[src/logic/gat_pkg.sv]
`default_nettype none

package gat_pkg;

  // Problem scale
  localparam int NUM_FEAT_IN  = 16;
  localparam int NUM_FEAT_OUT = 4;
  localparam int MAX_NODES    = 8;

  // Datapath widths
  localparam int DATA_W      = 8;
  localparam int COL_IDX_W   = $clog2(NUM_FEAT_IN);
  localparam int ROW_LEN_W   = $clog2(NUM_FEAT_IN) + 1;
  localparam int NUM_NODE_W  = $clog2(MAX_NODES) + 1;
  localparam int FEAT_OUT_W  = $clog2(NUM_FEAT_OUT);
  localparam int SUBGRAPH_W  = 12;
  localparam int WH_DATA_W   = 20;
  localparam int COEF_W      = 32;
  localparam int LEAKY_SHIFT = 3;

  // Weight stream layout, W first then a_left and a_right
  localparam int W_WORDS   = NUM_FEAT_IN * NUM_FEAT_OUT;
  localparam int A_WORDS   = 2 * NUM_FEAT_OUT;
  localparam int WGT_CNT_W = $clog2(W_WORDS + A_WORDS + 1);

  typedef logic signed [DATA_W-1:0]    data_t;
  typedef logic signed [WH_DATA_W-1:0] wh_elem_t;

  // One weight row, also used for each half of a
  typedef data_t [NUM_FEAT_OUT-1:0] feat_vec_t;
  typedef feat_vec_t [NUM_FEAT_IN-1:0] w_mat_t;

  typedef struct packed {
    logic [5:0]            pad;
    logic                  is_target;
    logic [NUM_NODE_W-1:0] num_nodes;
    logic [ROW_LEN_W-1:0]  row_len;
  } h_hdr_t;

  typedef struct packed {
    logic [3:0]           pad;
    logic [COL_IDX_W-1:0] col;
    data_t                val;
  } h_nz_t;

  // Same H word seen as a row header or as a nonzero entry
  typedef union packed {
    h_hdr_t hdr;
    h_nz_t  nz;
  } h_word_u;

  typedef struct packed {
    logic    is_hdr;
    h_word_u word;
  } h_beat_t;

  typedef wh_elem_t [NUM_FEAT_OUT-1:0] wh_vec_t;

  typedef struct packed {
    wh_vec_t               wh;
    logic                  is_target;
    logic [NUM_NODE_W-1:0] num_nodes;
  } wh_rec_t;

  typedef struct packed {
    logic signed [COEF_W-1:0] score;
    logic [SUBGRAPH_W-1:0]    subgraph;
    logic [NUM_NODE_W-1:0]    node;
  } coef_rec_t;

endpackage

`default_nettype wire

[src/logic/spmm_row.sv]
`default_nettype none

module spmm_row (
  input  logic             clk,
  input  logic             rst_n,

  input  logic             w_rdy_i,
  input  gat_pkg::w_mat_t  w_mat_i,

  input  logic             h_stb_i,
  input  gat_pkg::h_beat_t h_i,

  output logic             wh_stb_o,
  output gat_pkg::wh_rec_t wh_o
);

  logic [gat_pkg::ROW_LEN_W-1:0]  rem_q;
  logic                           tgt_q;
  logic [gat_pkg::NUM_NODE_W-1:0] nn_q;
  gat_pkg::wh_vec_t               acc_q;
  gat_pkg::wh_vec_t               acc_nxt;

  gat_pkg::h_hdr_t    hdr;
  gat_pkg::h_nz_t     nz;
  gat_pkg::feat_vec_t w_row;
  logic               beat_ok;
  logic               hdr_beat;
  logic               nz_beat;
  logic               last_nz;
  logic               empty_row;

  always_comb begin
    hdr       = h_i.word.hdr;
    nz        = h_i.word.nz;
    w_row     = w_mat_i[nz.col];
    // No H beat counts before the weights are in
    beat_ok   = h_stb_i && w_rdy_i;
    hdr_beat  = beat_ok && h_i.is_hdr;
    // Stray entries outside a row are dropped
    nz_beat   = beat_ok && !h_i.is_hdr && (rem_q != '0);
    last_nz   = nz_beat && (rem_q == 1);
    empty_row = hdr_beat && (hdr.row_len == '0);
  end

  // One MAC per output feature, all in the same cycle
  always_comb begin
    for (int f = 0; f < gat_pkg::NUM_FEAT_OUT; f++) begin
      acc_nxt[f] = acc_q[f] + nz.val * w_row[f];
    end
  end

  always_ff @(posedge clk or negedge rst_n) begin
    if (!rst_n) begin
      rem_q    <= '0;
      wh_stb_o <= 1'b0;
    end else begin
      if (hdr_beat) begin
        rem_q <= hdr.row_len;
      end else if (nz_beat) begin
        rem_q <= rem_q - 1'b1;
      end
      wh_stb_o <= empty_row || last_nz;
    end
  end

  always_ff @(posedge clk) begin
    if (hdr_beat) begin
      acc_q <= '0;
      tgt_q <= hdr.is_target;
      nn_q  <= hdr.num_nodes;
    end else if (nz_beat) begin
      acc_q <= acc_nxt;
    end

    if (empty_row) begin
      wh_o.wh        <= '0;
      wh_o.is_target <= hdr.is_target;
      wh_o.num_nodes <= hdr.num_nodes;
    end else if (last_nz) begin
      wh_o.wh        <= acc_nxt;
      wh_o.is_target <= tgt_q;
      wh_o.num_nodes <= nn_q;
    end
  end

endmodule

`default_nettype wire

[config.mk]
export PLATFORM = sky130hd
export DESIGN_NAME = spmm_row
export DESIGN_NICKNAME = d
export VERILOG_FILES = /design/src/logic/gat_pkg.sv /design/src/logic/spmm_row.sv
export SDC_FILE = /design/constraint.sdc
export NUM_CORES = 1
export LEC_CHECK = 0
export BUFFER_PORTS_ARGS = -buffer_cell sky130_fd_sc_hd__clkbuf_2
export CAP_MARGIN = 0
export CORE_MARGIN = 2
export CORE_UTILIZATION = 35
export DETAILED_ROUTE_END_ITERATION = 12
export PLACE_DENSITY = 0.68
export SLEW_MARGIN = 10
export SYNTH_ARGS = -nofsm -noshare
export SYNTH_HDL_FRONTEND = slang
export SYNTH_SLANG_ARGS = --single-unit
[constraint.sdc]
create_clock -name clk -period 4.7 [get_ports clk]
set_input_delay 0.235 -clock clk [delete_from_list [all_inputs] [get_ports clk]]
set_output_delay 0.235 -clock clk [all_outputs]
set_load 0.03 [all_outputs]
Yosys cells after proc, flatten, opt, wreduce, memory -nomap -nowiden
Index checks and enable logic that the tools add are counted.
Word-level totals
  input bits: 533
  register bits: 176
  output and inout port bits: 86
Operators by class
  magnitude comparators: 1
  equality and inequality tests: 1
  reduce and logical (&&, ||, !) cells: 12
  muxes and demuxes: 6
  $add $sub $neg: 5
  $mul: 4
Operator list (count)
  32-bit binary-select mux with 4-bit select: 1
  20-bit by 16-bit adder with 20-bit output: 4
  8-bit by 8-bit multiplier with 16-bit output: 4
  32-bit 2-to-1 mux: 1
  5-bit 2-to-1 mux: 4
  1-bit logical AND: 6
  5-bit by 1-bit equality test with 1-bit output, second input constant: 1
  5-bit logical NOT: 1
  4-bit by 5-bit less-than comparator with 1-bit output, second input constant: 1
  5-bit nonzero test: 1
  5-bit by 1-bit subtractor with 5-bit output, second input constant: 1
  2-bit nonzero test: 2
  1-bit logical NOT: 1
  1-bit logical OR: 1

Depth between registers and ports, before layout
  depth after elaboration: 6
  gate-level depth with buffers: 25
  gate-level depth less buffers: 22

Least setup slack after synthesis
OpenSTA, ideal clock, no wires.
  path type: input to register
  start: input h_i[9] (netlist name)
  end: register acc_q[56] (netlist name)
  data arrival time: 6070 ps
  buffers on the path: 2
  stages: 23
  path slack: -1487 ps
  path through: clkbuf_1 clkbuf_1 mux4_2 mux4_2 and2_1 fa_1 inv_1 fa_1 inv_1 ha_1 inv_1 fa_1 inv_1 ha_1 ha_1 fa_1 a211oi_1 o21bai_1 a21oi_1 a22oi_1 a311oi_1 xnor2_1 a22o_1
On the way
  word-level cells in the longest chain between the ends: 4
Ends and longest elaborated chain
  start, declared: RTL line spmm_row.sv:11  | input gat_pkg::h_beat_t h_i,
  32-bit binary-select mux with 4-bit select: RTL line spmm_row.sv:35  | w_row = w_mat_i[nz.col];
  32-bit 2-to-1 mux (not written as such): RTL line spmm_row.sv:35
  8-bit by 8-bit multiplier with 16-bit output: RTL line spmm_row.sv:48  | acc_nxt[f] = acc_q[f] + nz.val * w_row[f];
  20-bit by 16-bit adder with 20-bit output: RTL line spmm_row.sv:48
  end signal, assigned: RTL line spmm_row.sv:72  | acc_q <= acc_nxt;
  end, declared: RTL line spmm_row.sv:20  | gat_pkg::wh_vec_t acc_q;
Every way passes these cells. The select of a mux whose other input is x is not followed.
A chain may end at the register's enable or synchronous reset.

Final worst setup path
  start: input h_i[8] (netlist name)
  end: register acc_q[52] (netlist name)
The elaborated chain is that of the path after synthesis.

==> out/metrics.cfg <==
[synthesis]
seq_area_frac_synth_pct = 15.4
syn_nets = 3297
synth-warning-count = 0
synth_edf_count = 10
syn_area_mm2 = 0.0237
yosysTopAreaCellShare_pct = 29.7
ys_async_sr_fraction_pct = 3.41
ys_seq_elements = 176
synth.top_cells.by_area = fa_1 30%, mux4_2 15%, dfxtp_1 14%
synth_cells = 2225
synth_cell_types = 53
avgSynthCellArea_um2 = 10.7
ys.flop_type = dfxtp_1
synth_top_cell_by_area = fa_1

[drt]
drt_iter0_markers = 1617
vias = 21000
dr.pass1.iters = 5
finalWirelength_um = 101000
ant_nets = 0
post_drt_via_cell_ratio = 5.19
wl_per_cell_um = 24.9
drcViolationCount = 0

[die]
fp.dieH_um = 264
rows = 95
pin_count = 619
die_area_mm2 = 0.0698
die_w_um = 264
start_util_pct = 35.3
coreArea_mm2 = 0.0672

[clock_tree]
clockRootBuffer = clkbuf_16
clk_pin_slew_ns = 0.08
clock_sinks = 176
cts_buffers = 17
cts_buffer_depth = 2
cts_max_level = 4
clock_latency_ns = 0.48
cts_tree = built

[setup_path]
critPathBufInv = 7
critPathTopFamily = adder cells
cp-end-kind = flop
worst_path_most_repeated_cell = fa_1
slowest_stage = fa_2
start_kind = input port
required_ns = 5.04
cp_cell_sequence = buf_16 -> buf_12 -> buf_12 -> mux4_2 -> mux4_2 -> and2_4 -> fa_1 -> inv_2 -> fa_1 -> inv_2 -> fa_1 -> fa_1 -> fa_2 -> ha_4 -> buf_6 -> o21ai_2 -> o21bai_1 -> a21oi_2 -> o21bai_1 -> a21oi_1 -> xor2_1 -> buf_4 -> o21ai_2
critical_path_class = in2reg
cp.arrival_ns = 6.07
crit_path_max_incr_delay_ns = 0.60
crit_path_max_fanout = 6

[sta]
rsz0062_at_grt = yes
maxSlewViolCount = 0
fin_ws_ns = -1.03
skew_ns = 0.0208
fmax_mhz = 174
period_share_pct = 122
finalCriticalPeriod_ns = 5.73
tightest_slew_ns = 1.07
whs_ns = 0.146
finalHoldViolations = 0
finalSetupViolCount = 107
relSlewSlack_pct = 28.9

[worst_hold_path]
hold_class = in2async

[global_routing]
grt_max_degree = 83
grt_pass1_wl_um = 146000
grt_antenna_before_repair = 55
first_global_vias = 21900
grtUsageTotal_pct = 28.8
grt_overflow_total = 0

[place]
numPortBuffers = 614
dp_hpwl_um = 85800
gp_congestion = 0.973
placed_area_mm2 = 0.0307

[layout]
final_core_util_pct = 49.7
drive_gt1_share_pct = 46.3
fillers = 5972
fin_nets = 4203
syn_to_final_growth_pct = 40.9
stdcell_area_mm2 = 0.0334

[run_status]
status = complete, but fails checks
violations = setup timing

[job]
drv_cap = 0

-- stage by stage --
stage / setup WS, ns / TNS (ns) / cells
5_1_grt: -1.16 / -96.86 / 4039
4_1_cts: -0.986 / -76.19 / 4001
3_5_place_dp: -1.63 / -148.97 / 3937
6_report: -1.03 / -80.69 / 4052
3_3_place_gp: -1.53 / -140.36 / 3937
2_1_floorplan: -1.15 / -87.23 / 2225
-- final timing paths --
kind	start	to	slack (ns)	cells past startpoint
setup reg to reg	acc_q[66]	acc_q[79]	-0.03	18
hold reg to reg	wh_o[36]	wh_o[36]	0.45	2
hold / removal	rst_n	rem_q[1]	0.15	2
min in group clk	h_i[5]	nn_q[0]	0.15	2
max in group asynchronous	rst_n	rem_q[0]	4.37	2
setup / recovery	h_i[8]	acc_q[52]	-1.03	23
-- synth_stat cells, types with 11 or more instances --
| cell | instances |
|---|---|
| a21oi_1 | 43 |
| nand3_1 | 75 |
| fa_1 | 352 |
| o21bai_1 | 14 |
| inv_1 | 353 |
| and3_1 | 13 |
| ha_1 | 187 |
| xnor2_1 | 64 |
| a21o_1 | 25 |
| clkbuf_1 | 65 |
| a211oi_1 | 12 |
| xor2_1 | 25 |
| dfxtp_1 | 160 |
| buf_1 | 19 |
| nor2_1 | 41 |
| a22o_1 | 58 |
| nand2_1 | 209 |
| mux4_2 | 156 |
| and2_1 | 150 |
| buf_6 | 11 |
| o21ai_0 | 66 |
-- state kept, by name (all words and copies together) (netlist names) --
signal and flops:
acc_q 80, rem_q 5, nn_q 4, tgt_q 1, wh_stb_o 1, wh_o 85
-- final cells by class --
type | instances | area, µm² | area share [%]
Multi-Input combinational cell | 1581 | 19900 | 59.6
Timing Repair Buffer | 994 | 6670 | 20.0
Antenna cell | 35 | 87.6 | 0.262
Clock buffer | 17 | 425 | 1.27
Inverter | 361 | 1360 | 4.06
Sequential cell | 176 | 3650 | 10.9
Clock inverter | 15 | 210 | 0.629
Tap cell | 873 | 1090 | 3.27
-- kinds of logic (layout without fill, tap and decap cells) --
group | Yosys count | in the layout | share of synthesized area (%)
DFF | 176 | 176 | 15.4
adders and majority gates | 539 | 539 | 39.6
AOI/OAI and AO/OA | 266 | 266 | 7.68
muxes | 169 | 169 | 15.4
buffers and inverters | 468 | 1387 | 7.86
other | 0 | 35 | 0
and+or+nand+nor | 518 | 518 | 10.7
xor gates and xnor gates | 89 | 89 | 3.29
-- timing repair --
| action | 4_1_cts | 5_1_grt |
|---|---|---|
| pin swaps | 96 | 108 |
| gates resized for setup | 171 | 133 |
| setup endpoints to repair | 113 | 117 |
| gates cloned | 4 | 1 |
| setup buffers | 34 | 25 |
| endpoints found under the hold margin | 6 | 0 |
| hold buffers | 1 | 0 |
-- routing by layer --
| layer | track usage [%] | part of all wire, % | up-vias |
|---|---|---|---|
| li1 | - | - | 9279 |
| met1 | 36.5 | 39 | 10600 |
| met2 | 45.4 | 46 | 940 |
| met3 | 7.33 | 8.8 | 178 |
| met4 | 15.4 | 5.6 | 12 |
| met5 | 0 | 0.057 | - |
-- placed cells by master (no fill, tap or decap), types with 14 or more instances in the layout --
cell type | synthesis | layout
clkbuf_2 | 0 | 612
inv_1 | 353 | 335
fa_1 | 352 | 331
buf_4 | 3 | 303
nand2_1 | 209 | 186
dfxtp_1 | 160 | 160
mux4_2 | 156 | 156
ha_1 | 187 | 138
and2_1 | 150 | 128
nand3_1 | 75 | 73
a22o_1 | 58 | 58
ha_4 | 0 | 46
nor2_1 | 41 | 40
xnor2_1 | 64 | 40
o21ai_1 | 0 | 37
diode_2 | 0 | 35
buf_12 | 0 | 35
buf_6 | 11 | 31
and2_4 | 8 | 29
inv_2 | 8 | 26
a21o_1 | 25 | 25
fa_2 | 0 | 21
o21ai_2 | 4 | 18
clkbuf_16 | 0 | 18
a21oi_1 | 43 | 17
a21oi_2 | 0 | 17
xnor2_2 | 0 | 16
nand2_2 | 0 | 15
o21bai_1 | 14 | 14
xor2_1 | 25 | 14
Power is not shown: default switching activity piles up to over one toggle a cycle in this logic, so the estimate is an artifact.
