### src/logic/gat_pkg.sv
`default_nettype none

package gat_pkg;

  // Problem scale
  localparam int NUM_FEAT_IN  = 16;
  localparam int NUM_FEAT_OUT = 4;
  localparam int MAX_NODES    = 8;

  // Datapath widths
  localparam int DATA_W      = 8;
  localparam int COL_IDX_W   = $clog2(NUM_FEAT_IN);
  localparam int ROW_LEN_W   = $clog2(NUM_FEAT_IN) + 1;
  localparam int NUM_NODE_W  = $clog2(MAX_NODES) + 1;
  localparam int FEAT_OUT_W  = $clog2(NUM_FEAT_OUT);
  localparam int SUBGRAPH_W  = 12;
  localparam int WH_DATA_W   = 20;
  localparam int COEF_W      = 32;
  localparam int LEAKY_SHIFT = 3;

  // Weight stream layout, W first then a_left and a_right
  localparam int W_WORDS   = NUM_FEAT_IN * NUM_FEAT_OUT;
  localparam int A_WORDS   = 2 * NUM_FEAT_OUT;
  localparam int WGT_CNT_W = $clog2(W_WORDS + A_WORDS + 1);

  typedef logic signed [DATA_W-1:0]    data_t;
  typedef logic signed [WH_DATA_W-1:0] wh_elem_t;

  // One weight row, also used for each half of a
  typedef data_t [NUM_FEAT_OUT-1:0] feat_vec_t;
  typedef feat_vec_t [NUM_FEAT_IN-1:0] w_mat_t;

  typedef struct packed {
    logic [5:0]            pad;
    logic                  is_target;
    logic [NUM_NODE_W-1:0] num_nodes;
    logic [ROW_LEN_W-1:0]  row_len;
  } h_hdr_t;

  typedef struct packed {
    logic [3:0]           pad;
    logic [COL_IDX_W-1:0] col;
    data_t                val;
  } h_nz_t;

  // Same H word seen as a row header or as a nonzero entry
  typedef union packed {
    h_hdr_t hdr;
    h_nz_t  nz;
  } h_word_u;

  typedef struct packed {
    logic    is_hdr;
    h_word_u word;
  } h_beat_t;

  typedef wh_elem_t [NUM_FEAT_OUT-1:0] wh_vec_t;

  typedef struct packed {
    wh_vec_t               wh;
    logic                  is_target;
    logic [NUM_NODE_W-1:0] num_nodes;
  } wh_rec_t;

  typedef struct packed {
    logic signed [COEF_W-1:0] score;
    logic [SUBGRAPH_W-1:0]    subgraph;
    logic [NUM_NODE_W-1:0]    node;
  } coef_rec_t;

endpackage

`default_nettype wire

### src/logic/attn_coef.sv
`default_nettype none

module attn_coef (
  input  logic               clk,
  input  logic               rst_n,

  input  gat_pkg::feat_vec_t a_left_i,
  input  gat_pkg::feat_vec_t a_right_i,

  input  logic               wh_stb_i,
  input  gat_pkg::wh_rec_t   wh_i,

  output logic               coef_stb_o,
  output gat_pkg::coef_rec_t coef_o
);

  logic signed [gat_pkg::COEF_W-1:0] left_dot;
  logic signed [gat_pkg::COEF_W-1:0] right_dot;

  // Target state kept for the rest of the subgraph
  logic signed [gat_pkg::COEF_W-1:0] left_sv;
  logic [gat_pkg::SUBGRAPH_W-1:0]    sg_q;
  logic [gat_pkg::NUM_NODE_W-1:0]    node_q;

  logic                              s1_vld;
  logic signed [gat_pkg::COEF_W-1:0] s1_left;
  logic signed [gat_pkg::COEF_W-1:0] s1_right;
  logic [gat_pkg::SUBGRAPH_W-1:0]    s1_sg;
  logic [gat_pkg::NUM_NODE_W-1:0]    s1_node;

  logic signed [gat_pkg::COEF_W-1:0] e_sum;
  logic signed [gat_pkg::COEF_W-1:0] e_act;

  always_comb begin
    left_dot  = '0;
    right_dot = '0;
    for (int f = 0; f < gat_pkg::NUM_FEAT_OUT; f++) begin
      left_dot  = left_dot + a_left_i[f] * wh_i.wh[f];
      right_dot = right_dot + a_right_i[f] * wh_i.wh[f];
    end
  end

  // Stage 1 control and indices
  always_ff @(posedge clk or negedge rst_n) begin
    if (!rst_n) begin
      s1_vld <= 1'b0;
      // All ones so the first target wraps to subgraph 0
      sg_q   <= '1;
      node_q <= '0;
    end else begin
      s1_vld <= wh_stb_i;
      if (wh_stb_i) begin
        if (wh_i.is_target) begin
          sg_q   <= sg_q + 1'b1;
          node_q <= '0;
        end else begin
          node_q <= node_q + 1'b1;
        end
      end
    end
  end

  // Stage 1 payload
  always_ff @(posedge clk) begin
    if (wh_stb_i) begin
      s1_right <= right_dot;
      if (wh_i.is_target) begin
        left_sv <= left_dot;
        s1_left <= left_dot;
        s1_sg   <= sg_q + 1'b1;
        s1_node <= '0;
      end else begin
        s1_left <= left_sv;
        s1_sg   <= sg_q;
        s1_node <= node_q + 1'b1;
      end
    end
  end

  // LeakyReLU with a slope of 1/8 below zero
  always_comb begin
    e_sum = s1_left + s1_right;
    if (e_sum < 0) begin
      e_act = e_sum >>> gat_pkg::LEAKY_SHIFT;
    end else begin
      e_act = e_sum;
    end
  end

  always_ff @(posedge clk or negedge rst_n) begin
    if (!rst_n) begin
      coef_stb_o <= 1'b0;
    end else begin
      coef_stb_o <= s1_vld;
    end
  end

  always_ff @(posedge clk) begin
    if (s1_vld) begin
      coef_o.score    <= e_act;
      coef_o.subgraph <= s1_sg;
      coef_o.node     <= s1_node;
    end
  end

endmodule

`default_nettype wire

### config.mk
export PLATFORM = sky130hd
export DESIGN_NAME = attn_coef
export DESIGN_NICKNAME = d
export VERILOG_FILES = /design/src/logic/gat_pkg.sv /design/src/logic/attn_coef.sv
export SDC_FILE = /design/constraint.sdc
export NUM_CORES = 2
export LEC_CHECK = 0
export ABC_AREA = 1
export BUFFER_PORTS_ARGS = -buffer_cell sky130_fd_sc_hd__buf_2
export CAP_MARGIN = 20
export CORE_UTILIZATION = 40
export CTS_BUF_LIST = sky130_fd_sc_hd__clkbuf_8
export CTS_CLUSTER_SIZE = 10
export DETAILED_ROUTE_END_ITERATION = 7
export GPL_TIMING_DRIVEN = 0
export PLACE_DENSITY = 0.66
export RECOVER_POWER = 100
export SLEW_MARGIN = 10
export SYNTH_ARGS = -nofsm -noshare
export SYNTH_HDL_FRONTEND = slang
export SYNTH_SLANG_ARGS = --single-unit
### constraint.sdc
create_clock -name clk -period 3.6 [get_ports clk]
set_input_delay 0.9 -clock clk [delete_from_list [all_inputs] [get_ports clk]]
set_output_delay 0.9 -clock clk [all_outputs]
set_load 0.05 [all_outputs]
Word level (Yosys, flattened, before mapping)
Index checks and enable logic that the tools add are counted.

Register bits: 146. Latch bits: 0. RAM bits: 0. Bits in read-only memories: 0. Bits of input ports: 152. Output and inout bits: 49. Memories: 0.

$add $sub $neg: 9. $mul: 8. Divide/modulo/power cells: 0. $lt $le $gt $ge: 1. Equal/unequal tests: 0. Shift operators: 0. Mux-type cells: 4. Bitwise operators: 0. Reduce and logical (&&, ||, !) cells: 1.

Operators by type and width (count): $mul A8 B20 Y28 (8); $add A30 B28 Y31 (2); $add A29 B28 Y30 (2); $add A28 B28 Y29 (2); $add A32 B32 Y32 (1); $lt A32 B1 Y1 const B (1); $mux W32 (1); $mux W31 (1); $add A12 B1 Y12 const B (1); $mux W12 (1); $add A4 B1 Y4 const B (1); $mux W4 (1); $reduce_and A2 Y1 (1).

Logic depth before layout (Yosys ltp)
Word-level depth: 5. Gate-level depth with buffers: 31.

Worst setup path before layout
Ideal clock, no wire load.

Kind: input to register. Start point: input port wh_i[84] in the netlist's numbering. End point: register s1_right[30] in the netlist's numbering (data pin). Arrival: 6891 ps. Setup slack: -3544 ps. Cell stages on the path: 25. Cell sequence: clkbuf_1 clkbuf_1 nand2_1 inv_1 fa_1 fa_1 inv_1 fa_1 fa_1 inv_1 fa_1 inv_1 fa_1 fa_1 fa_1 inv_1 ha_1 nand2_1 nor2_1 nand2_1 or2_2 nand3_1 inv_1 nand2_1 nand2_1.

Longest elaborated chain between the ends: 2.

Ends and longest elaborated chain: from (decl) (line attn_coef.sv:11) `input gat_pkg::wh_rec_t wh_i,`; $mul A8 B20 Y28 (line attn_coef.sv:39) `right_dot = right_dot + a_right_i[f] * wh_i.wh[f];`; $add A30 B28 Y31 (line attn_coef.sv:39); net right_dot, one bit (line attn_coef.sv:18) `logic signed [gat_pkg::COEF_W-1:0] right_dot;`; to (signal assigned) (line attn_coef.sv:66) `s1_right <= right_dot;`; to (decl) (line attn_coef.sv:27) `logic signed [gat_pkg::COEF_W-1:0] s1_right;`.

The timed path passes the listed nets, and every way through them passes these cells. A chain may end at the register's enable or synchronous reset.

Worst setup path in the final report
Start point: input port wh_i[44] in the netlist's numbering. End point: register s1_right[30] in the netlist's numbering (data pin).

Longest elaborated chain between the ends: 4.

Ends and longest elaborated chain (line): $mul A8 B20 Y28 (attn_coef.sv:39); $add A28 B28 Y29 (attn_coef.sv:39); $add A29 B28 Y30 (attn_coef.sv:39); $add A30 B28 Y31 (attn_coef.sv:39); net right_dot, one bit (attn_coef.sv:18).

The timed path passes the listed nets, and every way through them passes these cells.

==> results.md <==
- First-pass GRT wire length: 278000 um
- Routability cong.: 1.09
- Most used cell, CP: fa_1
- Cell row count: 134
- Largest stage delay on the critical path: 0.65 ns
- Buffers plus inverters on the worst setup path: 12
- Critical R2R Launch: s1_left[10]
- Worst Skew: 0.0201 ns
- Placed Instances: 8402
- DRC viols: 0
- Final worst setup slack: -3.41 ns
- CTS Sinks: 144
- Worst Tran Pin Value: 2.00 ns
- Status: finished with violations
- Min Tclk post-route: 7.01 ns
- # H-tree levels: 4
- Routed Antenna Nets: 0
- Syn_nets: 8348
- Hpwl dp: 161000 um
- Post-Syn Area per Cell: 8.33 um^2
- Crit-path leading delay family: adder cells
- Area leader, netlist: fa_1
- Simple-gate share of the synthesized area: 14.8%
- Synth unique cells: 40
- Vias in the first global route: 45800
- Port bufs: 112
- CP Capture Type: register
- Failing checks: max-capacitance violations, max-slew violations, negative setup slack
- Sum Neg Setup Slack: -167.51 ns
- Compound-Gate Fraction of Synth Area: 1.52%
- Period utilisation layout: 195%
- DR vias/cell: 4.92
- CTS Buf Count: 17
- Post-layout nets: 8734
- CTS root buffer: clkbuf_8
- Largest family of logic cells by synthesized area: adder cells
- Worst Path Required: 3.84 ns
- Initial Utilization: 40.5%
- Hold path endpoint: coef_o[3]
- Hold Path Origin: s1_node[3]
- CP startpoint kind: input port
- Largest net degree at the start of global routing: 53
- CTS clk-pin slew, worst paths: 0.10 ns
- Layout cells sized above 1: 19.8%
- Top cells by area, synth: fa_1 51%, inv_1 15%, nand2_1 12%
- Hold slack: 0.421 ns
- Yosys warnings: 0
- Worst hold path class: reg -> reg
- Pins Over Slew Limit: 72
- Max-Cap Viols: 2
- Synth Instances: 6520
- Initial antenna violation count: 8
- Total gr overflow: 0
- Layout area overhead: 22.5%
- Adder-cell share of the synthesized area: 57.6%
- Critical path arrival: 7.25 ns
- Relative slew slack: -33.4%
- R2R Path End: coef_o[21]
- Critical Path Fanout Max: 8
- Post-synth top flop: edfxtp_1
- Register area share after synthesis: 7.83%
- DRT Wirelength: 189000 um
- Vias: 42800
- Slowest CP cell: fa_2
- Final Util: 49.6%
- R2r worst-path depth: 17
- Longest Clk Path Bufs: 2
- Number of flops mapped to enable cells by yosys: 126
- Die Y: 370 um
- Flop2flop setup slack: 0.25 ns
- Number of hold violations in the final report: 0
- Synth async-reset ratio: 12.5%
- Clock Latency Late Sink: 0.50 ns
- #FFs+latches synth: 144
- Die Wd: 370 um
- Num ports: 201
- Final Non-Filler Cells: 8697
- Drt initial violations: 3596
- Wirelength per Cell: 21.7 um
- CORE AREA: 134000 um^2
- Synthesized area: 54300 um^2
- Worst hold path depth: 0
- CTS tree: built
- Detailed Routing Iterations Pass 1: 8
- Yosys top cell area share: 50.6%
- Mux contribution to synthesized area: 0%
- RSZ-0062 raised after global routing: true
- FMAX: 143 MHz
- Critical path class: in -> reg
- Post-Synth XOR/XNOR Area: 1.44%
- Final setup vio count: 89
- Gr usage total: 28.1%
- Full die area: 137000 um^2
-- worst reg2reg max path: stages, from the launching register on --
cell	delay, ns
edfxtp_1	0.45
ha_1	0.43
nand2_1	0.19
inv_1	0.12
nand2_1	0.07
nand2_2	0.07
nand2_1	0.09
nand2_2	0.08
inv_1	0.04
nand2_1	0.13
nand2_1	0.13
nand2_2	0.08
nand2_1	0.18
nand2_1	0.16
clkbuf_1	0.45
clkbuf_2	0.37
nand2_1	0.11
nand2_1	0.07
-- cell usage after synthesis, drive strengths merged, types with 5 or more instances --
cell type  number
o21bai          8
o21ai          47
edfxtp        126
nand3         100
xnor2          18
nor2          152
inv          2175
xor2           71
nand4          32
nand2        1718
or2             5
a21oi          82
a21o           10
ha            303
buf            11
dfrtp           6
dfstp          12
clkbuf        233
nor4            5
fa           1373
nor3           17
-- stage by stage --
step	instance area (um^2)	worst slack, ns
floorplan	56000	-3.24
detailed placement	58800	-4.99
CTS	65300	-3.31
global route	66500	-3.50
finish	66500	-3.41
global placement	58800	-4.89
-- how the worst max path moves through the flow --
stage                  from            to  slack (ns)  depth (start not counted)
2_1_floorplan      wh_i[64]  s1_right[30]       -3.24                         25
3_3_place_gp   a_left_i[10]   s1_left[30]       -4.89                         21
3_5_place_dp   a_left_i[16]   s1_left[27]       -4.99                         21
4_1_cts            wh_i[44]  s1_right[30]       -3.31                         30
5_1_grt            wh_i[44]   s1_left[30]       -3.50                         27
6_report           wh_i[44]  s1_right[30]       -3.41                         28
-- sequential cells by signal (all words and copies together), names as in the netlist --
| signal | cells |
|---|---|
| node_q | 4 |
| s1_right | 31 |
| sg_q | 12 |
| s1_node | 4 |
| s1_left | 31 |
| s1_vld | 1 |
| coef_o | 48 |
| coef_stb_o | 1 |
| s1_sg | 12 |
-- cells in the final DEF (no fill, tap or decap), types with 100 or more instances in the layout --
cell,instances
buf_4,171
edfxtp_1,126
fa_2,153
nand2_1,1542
nor2_1,100
inv_2,151
inv_1,2008
fa_1,1220
ha_1,217
nand2_2,102
-- repair_timing --
| item | 4_1_cts | 5_1_grt |
|---|---|---|
| hold buffers | 0 | 0 |
| gates resized for setup | 1041 | 308 |
| cloned | 23 | 3 |
| buffers inserted | 176 | 58 |
| endpoints found under the setup margin | 58 | 58 |
| pin swaps | 358 | 287 |
| endpoints found under the hold margin | 0 | 0 |
-- logic make-up (layout without fill, tap and decap cells) --
kind of cell / count (synthesis) / after routing
XOR/XNOR: 89 / 89
adder cells (fa/ha/maj): 1676 / 1676
AO/OA/AOI/OAI: 153 / 153
other: 0 / 10
buffers and inverters: 2422 / 2821
AND/OR/NAND/NOR: 2036 / 2036
flip-flops: 144 / 144
-- layer usage --
layer	vias up	track usage (%)	wire length [um]
li1	18800	-	-
met1	21700	32.0	65400
met2	1843	48.0	92100
met3	481	5.08	15000
met4	6	18.8	16100
met5	-	0	34
-- cell type report --
cell class | count | area, um^2
Fill cell | 12500 | 67600
Clock inverter | 15 | 183
Multi-Input combinational cell | 3954 | 44500
Sequential cell | 144 | 4250
Timing Repair Buffer | 367 | 3580
Buffer | 244 | 3270
Antenna cell | 10 | 25.0
Clock buffer | 17 | 234
Inverter | 2178 | 8240
Tap cell | 1768 | 2210
Power is left out: the tool's default activity adds up to more than one toggle a clock period on the data nets, which glitch-free logic cannot reach.
