$ cat src/logic/gat_pkg.sv
`default_nettype none

package gat_pkg;

  // Problem scale
  localparam int NUM_FEAT_IN  = 16;
  localparam int NUM_FEAT_OUT = 4;
  localparam int MAX_NODES    = 8;

  // Datapath widths
  localparam int DATA_W      = 8;
  localparam int COL_IDX_W   = $clog2(NUM_FEAT_IN);
  localparam int ROW_LEN_W   = $clog2(NUM_FEAT_IN) + 1;
  localparam int NUM_NODE_W  = $clog2(MAX_NODES) + 1;
  localparam int FEAT_OUT_W  = $clog2(NUM_FEAT_OUT);
  localparam int SUBGRAPH_W  = 12;
  localparam int WH_DATA_W   = 20;
  localparam int COEF_W      = 32;
  localparam int LEAKY_SHIFT = 3;

  // Weight stream layout, W first then a_left and a_right
  localparam int W_WORDS   = NUM_FEAT_IN * NUM_FEAT_OUT;
  localparam int A_WORDS   = 2 * NUM_FEAT_OUT;
  localparam int WGT_CNT_W = $clog2(W_WORDS + A_WORDS + 1);

  typedef logic signed [DATA_W-1:0]    data_t;
  typedef logic signed [WH_DATA_W-1:0] wh_elem_t;

  // One weight row, also used for each half of a
  typedef data_t [NUM_FEAT_OUT-1:0] feat_vec_t;
  typedef feat_vec_t [NUM_FEAT_IN-1:0] w_mat_t;

  typedef struct packed {
    logic [5:0]            pad;
    logic                  is_target;
    logic [NUM_NODE_W-1:0] num_nodes;
    logic [ROW_LEN_W-1:0]  row_len;
  } h_hdr_t;

  typedef struct packed {
    logic [3:0]           pad;
    logic [COL_IDX_W-1:0] col;
    data_t                val;
  } h_nz_t;

  // Same H word seen as a row header or as a nonzero entry
  typedef union packed {
    h_hdr_t hdr;
    h_nz_t  nz;
  } h_word_u;

  typedef struct packed {
    logic    is_hdr;
    h_word_u word;
  } h_beat_t;

  typedef wh_elem_t [NUM_FEAT_OUT-1:0] wh_vec_t;

  typedef struct packed {
    wh_vec_t               wh;
    logic                  is_target;
    logic [NUM_NODE_W-1:0] num_nodes;
  } wh_rec_t;

  typedef struct packed {
    logic signed [COEF_W-1:0] score;
    logic [SUBGRAPH_W-1:0]    subgraph;
    logic [NUM_NODE_W-1:0]    node;
  } coef_rec_t;

endpackage

`default_nettype wire

$ cat src/logic/weight_store.sv
`default_nettype none

module weight_store (
  input  logic              clk,
  input  logic              rst_n,

  input  logic              wgt_stb_i,
  input  gat_pkg::data_t    wgt_data_i,

  output logic              w_rdy_o,
  output gat_pkg::w_mat_t   w_mat_o,
  output gat_pkg::feat_vec_t a_left_o,
  output gat_pkg::feat_vec_t a_right_o
);

  logic [gat_pkg::WGT_CNT_W-1:0] wgt_cnt;
  logic                          wgt_take;
  logic                          in_w;
  logic                          in_a_left;
  logic [gat_pkg::COL_IDX_W-1:0] w_row;
  logic [gat_pkg::FEAT_OUT_W-1:0] w_col;

  // Loading ends once every W and a word is in
  assign w_rdy_o  = (wgt_cnt == gat_pkg::W_WORDS + gat_pkg::A_WORDS);
  assign wgt_take = wgt_stb_i && !w_rdy_o;

  always_comb begin
    in_w      = (wgt_cnt < gat_pkg::W_WORDS);
    in_a_left = (wgt_cnt < gat_pkg::W_WORDS + gat_pkg::NUM_FEAT_OUT);
    // Row-major, so the low bits pick the output feature
    w_col     = wgt_cnt[gat_pkg::FEAT_OUT_W-1:0];
    w_row     = wgt_cnt[gat_pkg::FEAT_OUT_W +: gat_pkg::COL_IDX_W];
  end

  always_ff @(posedge clk or negedge rst_n) begin
    if (!rst_n) begin
      wgt_cnt <= '0;
    end else if (wgt_take) begin
      wgt_cnt <= wgt_cnt + 1'b1;
    end
  end

  always_ff @(posedge clk) begin
    if (wgt_take) begin
      if (in_w) begin
        w_mat_o[w_row][w_col] <= wgt_data_i;
      end else if (in_a_left) begin
        a_left_o[w_col] <= wgt_data_i;
      end else begin
        a_right_o[w_col] <= wgt_data_i;
      end
    end
  end

endmodule

`default_nettype wire

$ cat config.mk
export PLATFORM = sky130hd
export DESIGN_NAME = weight_store
export DESIGN_NICKNAME = d
export VERILOG_FILES = /design/src/logic/gat_pkg.sv /design/src/logic/weight_store.sv
export SDC_FILE = /design/constraint.sdc
export NUM_CORES = 1
export LEC_CHECK = 0
export BUFFER_PORTS_ARGS = -buffer_cell sky130_fd_sc_hd__buf_2
export CORE_AREA = 2 2 231 233
export DETAILED_ROUTE_END_ITERATION = 7
export DIE_AREA = 0 0 233 235
export PLACE_DENSITY = 0.57
export SLEW_MARGIN = 20
export SYNTH_ARGS = -nofsm -noshare
export SYNTH_HDL_FRONTEND = slang
export SYNTH_SLANG_ARGS = --single-unit
$ cat constraint.sdc
create_clock -name clk -period 2.5 [get_ports clk]
set_input_delay 0.125 -clock clk [delete_from_list [all_inputs] [get_ports clk]]
set_output_delay 0.125 -clock clk [all_outputs]
set_load 0.01 [all_outputs]
* Yosys cells after proc, flatten, opt, wreduce, memory -nomap -nowiden *
Index checks and enable logic that the tools add are counted.

storage, ports and cells
  bits in registers = 583
  input bits = 11
  output and inout port bits = 577
  logic and storage cells = 97

operators by class
  add/subtract/negate cells = 1
  order comparisons = 6
  equal/unequal tests = 1
  muxes and demuxes = 7
  bitwise operators = 2
  reduce and logical (&&, ||, !) cells = 7

operators by type and width
  cell                   count
  $bwmux W512            1
  $demux W32 S4          1
  $bwmux W32             2
  $mux W32               1
  $demux W8 S2           1
  $lt A7 B7 Y1 const B   2
  $mux W8                1
  $add A7 B1 Y7 const B  1
  $eq A7 B7 Y1 const B   1
  $reduce_and A3 Y1      2
  $lt A4 B5 Y1 const B   1
  $ge A4 B1 Y1 const B   1
  $logic_and A1 B1 Y1    3
  $lt A2 B3 Y1 const B   1
  $ge A2 B1 Y1 const B   1
  $not A1 Y1             2
  $reduce_and A2 Y1      1
  $logic_not A1 Y1       1

* Depth between registers and ports, before layout *
Gate-level depths: netlist of run 1.

  word-level depth = 7
  depth in mapped cells = 7
  depth with buffers taken out = 5

* Least setup slack after synthesis of run 1 *
No wires, ideal clock.

  path kind = flip-flop to flip-flop
  start = reg wgt_cnt[0] (netlist bit)
  end = reg w_mat_o[224] (netlist bit), enable pin
  data arrival time = 1.720 ns
  required time = 2.130 ns
  path slack = 0.409 ns
  stages on the path, launching flop included = 8
  buffers on the path = 2
  clock period less this slack = 2.091 ns
  path through = dfrtp_1 -> inv_1 -> ha_1 -> nand2_1 -> or2_2 -> clkbuf_1 -> buf_2 -> nor2_1

between the ends
  cells in the longest elaborated chain, start to end = 4
  elaborated cells between the ends (all ways) = 5
  classes of those cells = 1 x order compare; 1 x eq/ne; 3 x reduce/logical

ends and longest elaborated chain
  what                                                                  line                source
  start: declaration                                                    weight_store.sv:16  logic [gat_pkg::WGT_CNT_W-1:0] wgt_cnt;
  start signal: assignment                                              weight_store.sv:39  wgt_cnt <= wgt_cnt + 1'b1;
  parallel branches: the longest is 3 deep, another holds $lt A7 B7 Y1  -
  $reduce_and A2 Y1 (no line) (*)                                       -
  end signal: indexed assignment                                        weight_store.sv:46  w_mat_o[w_row][w_col] <= wgt_data_i;
  end: declaration                                                      weight_store.sv:11  output gat_pkg::w_mat_t w_mat_o,

Every way passes the cells marked *.
A chain may end at the register's enable or synchronous reset.

* Worst setup path in the final report of run 1 *
  start = reg wgt_cnt[2] (netlist bit)
  end = out w_rdy_o

between the ends
  cells in the longest elaborated chain, start to end = 1

ends and longest elaborated chain
  what              line                source
  $eq A7 B7 Y1      weight_store.sv:24  assign w_rdy_o = (wgt_cnt == gat_pkg::W_WORDS + gat_pkg::A_WORDS);
  end: declaration  weight_store.sv:10  output logic w_rdy_o,

Every way passes these cells.

==> impl_metrics.ini, run 1 <==
[route]
dr.first_iter.drc_count = 592
ant_nets = 0
wl_per_cell_um = 24.0
route.detailed.drc = 0
wl_met3_um = 5160
vias_per_cell = 4.51
wirelength_um = 52000
wl_met2_um = 26000
dr.max_layer_used = met4
drt-met1-wl_um = 20000
drtPass1Iterations = 4
vias = 9790

[yosys]
ys.flop_type = edfxtp_1
synth_nets = 740
avgSynthCellArea_um2 = 25.0
synthDistinctLibCells = 20
ys_seq_elements = 583
synth.most_common_cell = edfxtp_1
synth.top_cells.by_area = edfxtp_1 (95%), nor2_1 (1.6%), dfrtp_1 (0.96%)
yosys.area.top_type = edfxtp_1
synthArstFlopShare_pct = 1.20
syn_inst = 725
yosys_warnings = 0
syn-cell-area_mm2 = 0.0182
synth_common_cells = edfxtp_1 (576), nor2_1 (75), nand2_1 (14)
synth_edf_count = 576
yosysTopAreaCellShare_pct = 95.3
ys_seq_area_share_pct = 96.3

[timing]
slew_viol_final = 0
fmax_mhz = 433
timing.final.crit_share_pct = 92.4
setup_viol = 0
hold_viol_final = 0
worst_slew_pin_slew_ns = 0.724
period_minus_slack_ns = 2.31
rsz0062_at_grt = no
fin_ws_ns = 0.189
clock-skew-final_ns = 0.00974
relSlewSlack_pct = 51.5
hold_ws_ns = 0.0876
setup_tns_ns = 0

[worst_setup_path]
path_class = flip-flop to output port
endpoint_kind = output port
path_cells = or4b_4 > nor2_1 > buf_2
reg2reg_slack_ns = 0.36
path_max_fanout = 15
crit_arrival_ns = 2.19
crit_path_max_incr_delay_ns = 0.66
crit_required_ns = 2.38
worst_path_max_delay_cell = or4b_4
cp-start-kind = flip-flop

[global_route]
grt_max_degree = 73
grt-ovfl-total = 0
grt_pass1_wl_um = 71300
grtUsageTotal_pct = 18.4
antenna_found_initial = 0
grt_pass1_vias = 9608

[placement]
dp_hpwl_um = 33500
gp_congestion = 0.781
dpl_cell_area_mm2 = 0.0226
placed_cells = 2071
io_buffer_count = 587
dp_slack_ns = 0.333

[layout]
fill_cells = 4465
layout.cells.non_filler = 2169
finalInstanceArea_mm2 = 0.0243
layout.nets = 1459
fin_util_pct = 46.6
flow.area_growth_from_synthesis_pct = 34.1
antenna_cells = 0
drive_gt1_share_pct = 50.7

[die]
dieArea_mm2 = 0.0548
core_mm2 = 0.0522
floorplan.initialDensity_pct = 34.8
pin_count = 588
die_x_um = 233
fp.dieH_um = 235
num_rows = 84

[pwr]
ir_worst_vdd_v = 0.000594
p_total_mw = 20.7
power_density_mw_per_mm2 = 851
leakage_nw = 9.09

[clock_tree]
path_clk_slew_ns = 0.06
numClockSinks = 583
root_buffer = clkbuf_16
htreeDepth = 2
numCtsBuffers = 56
clock_latency_ns = 0.59
cts_tree = yes
clockBufferDepth = 3
cts_setup_buffers = 0

[run_status]
run_status = complete, no violations

[job]
maxCapViolCount = 0

[worst_hold_path]
hold_path.class = input port to flip-flop
==> what timing repair did <==
action / CTS / global route
hold endpoints to repair: 12 / 0
endpoints found under the setup margin: 0 / 1
gates resized for setup: 0 / 1
hold buffers: 3 / 0
==> area by class of cell <==
class	instances	area, µm²	share of cell area, %
timing repair buffer	674	3670	15.1
multi-input combinational	127	621	2.55
clock buffer	75	1490	6.14
clock inverter	20	213	0.874
inverter	2	7.51	0.0308
tap	688	861	3.54
sequential	583	17500	71.8
==> per-layer routing <==
layer | vias to the layer above | GRT usage, %
met3 | 62 | 6.82
met5 | - | 0
met4 | 0 | 4.57
li1 | 4272 | -
met2 | 507 | 31.2
met1 | 4949 | 22.2
==> worst paths after layout <==
path | startpoint | endpoint | cells past startpoint
worst max-delay path | wgt_cnt[2] | w_rdy_o | 3
worst min-delay path | wgt_data_i[4] | a_left_o[20] | 2
worst max register to register | wgt_cnt[0] | w_mat_o[70] | 6
worst min register to register | wgt_cnt[0] | wgt_cnt[0] | 1
max in group asynchronous | rst_n | wgt_cnt[0] | 3
min in group asynchronous | rst_n | wgt_cnt[3] | 3
==> cell families after synthesis <==
| logic type | after synthesis | synth area share [%] |
|---|---|---|
| DFF | 583 | 96.3 |
| and+or+nand+nor | 113 | 2.65 |
| buffers and inverters | 15 | 0.352 |
| AOI/OAI and AO/OA | 5 | 0.221 |
| xor gates and xnor gates | 4 | 0.193 |
| adders and majority gates | 4 | 0.276 |
| muxes | 1 | 0.0620 |
==> worst max-delay path, delay by kind of cell, from the launching register on <==
kind / cells / cell delay (ns)
buf+inv: 1 / 0.21
simple gates: 2 / 0.87
flops: 1 / 0.52
==> power breakdown <==
part	switching [mW]	leakage (nW)	internal, mW
combinational	1.05	2.98	0.393
sequential	0.176	5.27	11.1
clock	3.41	0.837	4.58
total	4.64	9.09	16.1
==> layout by cell type, fill, tap and decap left out, types with 2 or more instances in the layout <==
master and instances:
buf_2 587, buf_12 6, nand2_1 14, nor2b_1 5
or2_2 5, inv_6 2, dfrtp_1 7, clkbuf_1 18
xnor2_1 4, clkbuf_16 57, inv_1 2, bufinv_16 4
ha_1 4, edfxtp_1 576, nand3_1 7, buf_4 78
nand4_1 4, clkinv_2 8, nor2_1 75, o21ai_0 3
dlygate4sd3_1 3, clkinv_1 4
==> registers in the layout, summed over array words and instances, names as in the netlist <==
signal / flops
a_left_o: 32
a_right_o: 32
w_mat_o: 512
wgt_cnt: 7
No activity file was read; power rests on OpenSTA's default activity.
==> run 2, diff against run 1 <==
- PLACE_DENSITY: 0.57 -> 0.59
==> impl_metrics.ini, run 2 (same netlist as run 1, synthesis figures left out) <==
[timing]
hold_viol_final = 0
timing.final.crit_share_pct = 93.7
fin_ws_ns = 0.158
rsz0062_at_grt = no
hold_ws_ns = 0.0741
fmax_mhz = 427
period_minus_slack_ns = 2.34
setup_tns_ns = 0
clock-skew-final_ns = 0.0179
worst_slew_pin_slew_ns = 0.820
relSlewSlack_pct = 45.1
slew_viol_final = 0
setup_viol = 0

[worst_setup_path]
cp-start-kind = flip-flop
path_class = flip-flop to output port
endpoint_kind = output port
path_max_fanout = 15
crit_required_ns = 2.38
crit_arrival_ns = 2.22

[layout]
antenna_cells = 0
max_flop_register = w_mat_o
final_cell_mix = buf_2 (587), edfxtp_1 (576), buf_4 (82)
final_common_cell = buf_2
largest_register_ffs = 512
drive_gt1_share_pct = 51.2
flow.area_growth_from_synthesis_pct = 34.6
finalInstanceArea_mm2 = 0.0244
layout.nets = 1462
reg.largest.list = w_mat_o: 512 flops, a_left_o: 32 flops, a_right_o: 32 flops

[die]
pin_count = 588
num_rows = 84
die_x_um = 233
fp.dieH_um = 235
core_mm2 = 0.0522
floorplan.initialDensity_pct = 34.8
dieArea_mm2 = 0.0548

[clock_tree]
numClockSinks = 583
clockBufferDepth = 3
numCtsBuffers = 57
htreeDepth = 2
clock_latency_ns = 0.59
cts_tree = yes
path_clk_slew_ns = 0.06
cts_setup_buffers = 0
root_buffer = clkbuf_16

[route]
wl_per_cell_um = 24.1
wirelength_um = 52700
dr.first_iter.drc_count = 589
vias = 9850
vias_per_cell = 4.52
ant_nets = 0
route.detailed.drc = 0
drtPass1Iterations = 4

[global_route]
grt_pass1_wl_um = 72600
grtUsageTotal_pct = 18.6
grt_pass1_vias = 9796
antenna_found_initial = 0
grt_max_degree = 73
grt-ovfl-total = 0

[placement]
dp_slack_ns = 0.249
dpl_cell_area_mm2 = 0.0226
gp_congestion = 0.755
io_buffer_count = 587
dp_hpwl_um = 34600

[job]
maxCapViolCount = 0

[pwr]
leakage_nw = 9.14
ir_worst_vdd_v = 0.000556
p_total_mw = 21.1
power_density_mw_per_mm2 = 862

[run_status]
run_status = complete, no violations

[worst_hold_path]
hold_path.class = input port to flip-flop
==> run 2: cell count changes in the layout (fill, tap and decap cells not counted), moves of 3 or more <==
cell / change
clkbuf_1: -10
clkinv_4: +3
buf_4: +4
clkinv_2: +6
clkinv_1: +8
clkinvlp_4: +3
==> run 2: critical path, stage by stage (launching register included) <==
cell and delay (ns):
dfrtp_1 0.53, or4b_4 0.69, nor2_1 0.20, buf_2 0.21
==> run 2: timing repair <==
item,4_1_cts,5_1_grt
hold buffers,3,0
resized for setup,1,0
endpoints found under the setup margin,1,0
endpoints found under the hold margin,12,0
==> run 2: worst paths after layout <==
| check | from | endpoint | slack (ns) | cells after the start |
|---|---|---|---|---|
| max in group asynchronous | rst_n | wgt_cnt[3] | 1.67 | 3 |
| worst max-delay path | wgt_cnt[2] | w_rdy_o | 0.16 | 3 |
| worst min register to register | wgt_cnt[0] | wgt_cnt[0] | 0.56 | 1 |
| worst min-delay path | wgt_data_i[3] | a_left_o[3] | 0.07 | 2 |
| min in group asynchronous | rst_n | wgt_cnt[0] | 0.57 | 3 |
| worst max register to register | wgt_cnt[0] | w_mat_o[167] | 0.32 | 6 |
==> run 2: metrics by stage <==
stage	util (%)	instances
after floorplan	-	725
after global placement	43.2	2073
after detailed placement	43.2	2073
after CTS	46.8	2181
after global routing	46.8	2181
final	46.8	2181
==> run 2: cell type report <==
cell class | instances | area [µm²]
Clock inverter | 40 | 362
Multi-Input combinational cell | 127 | 621
Clock buffer | 65 | 1460
Inverter | 2 | 7.51
Fill cell | 4419 | 27800
Timing Repair Buffer | 676 | 3660
Sequential cell | 583 | 17500
Tap cell | 688 | 861
==> run 2: power by group <==
group | total (mW) | switching [mW] | internal (mW)
combinational | 1.48 | 1.08 | 0.402
sequential | 11.3 | 0.174 | 11.1
clock | 8.33 | 3.53 | 4.80
==> run 2: metal layers <==
layer / share of wire (%) / up-vias / track usage (%)
met5: 0 / - / 0
met4: 2.8 / 0 / 6.20
met3: 8.7 / 88 / 5.91
met2: 50 / 505 / 31.4
met1: 38 / 4975 / 22.5
li1: - / 4282 / -
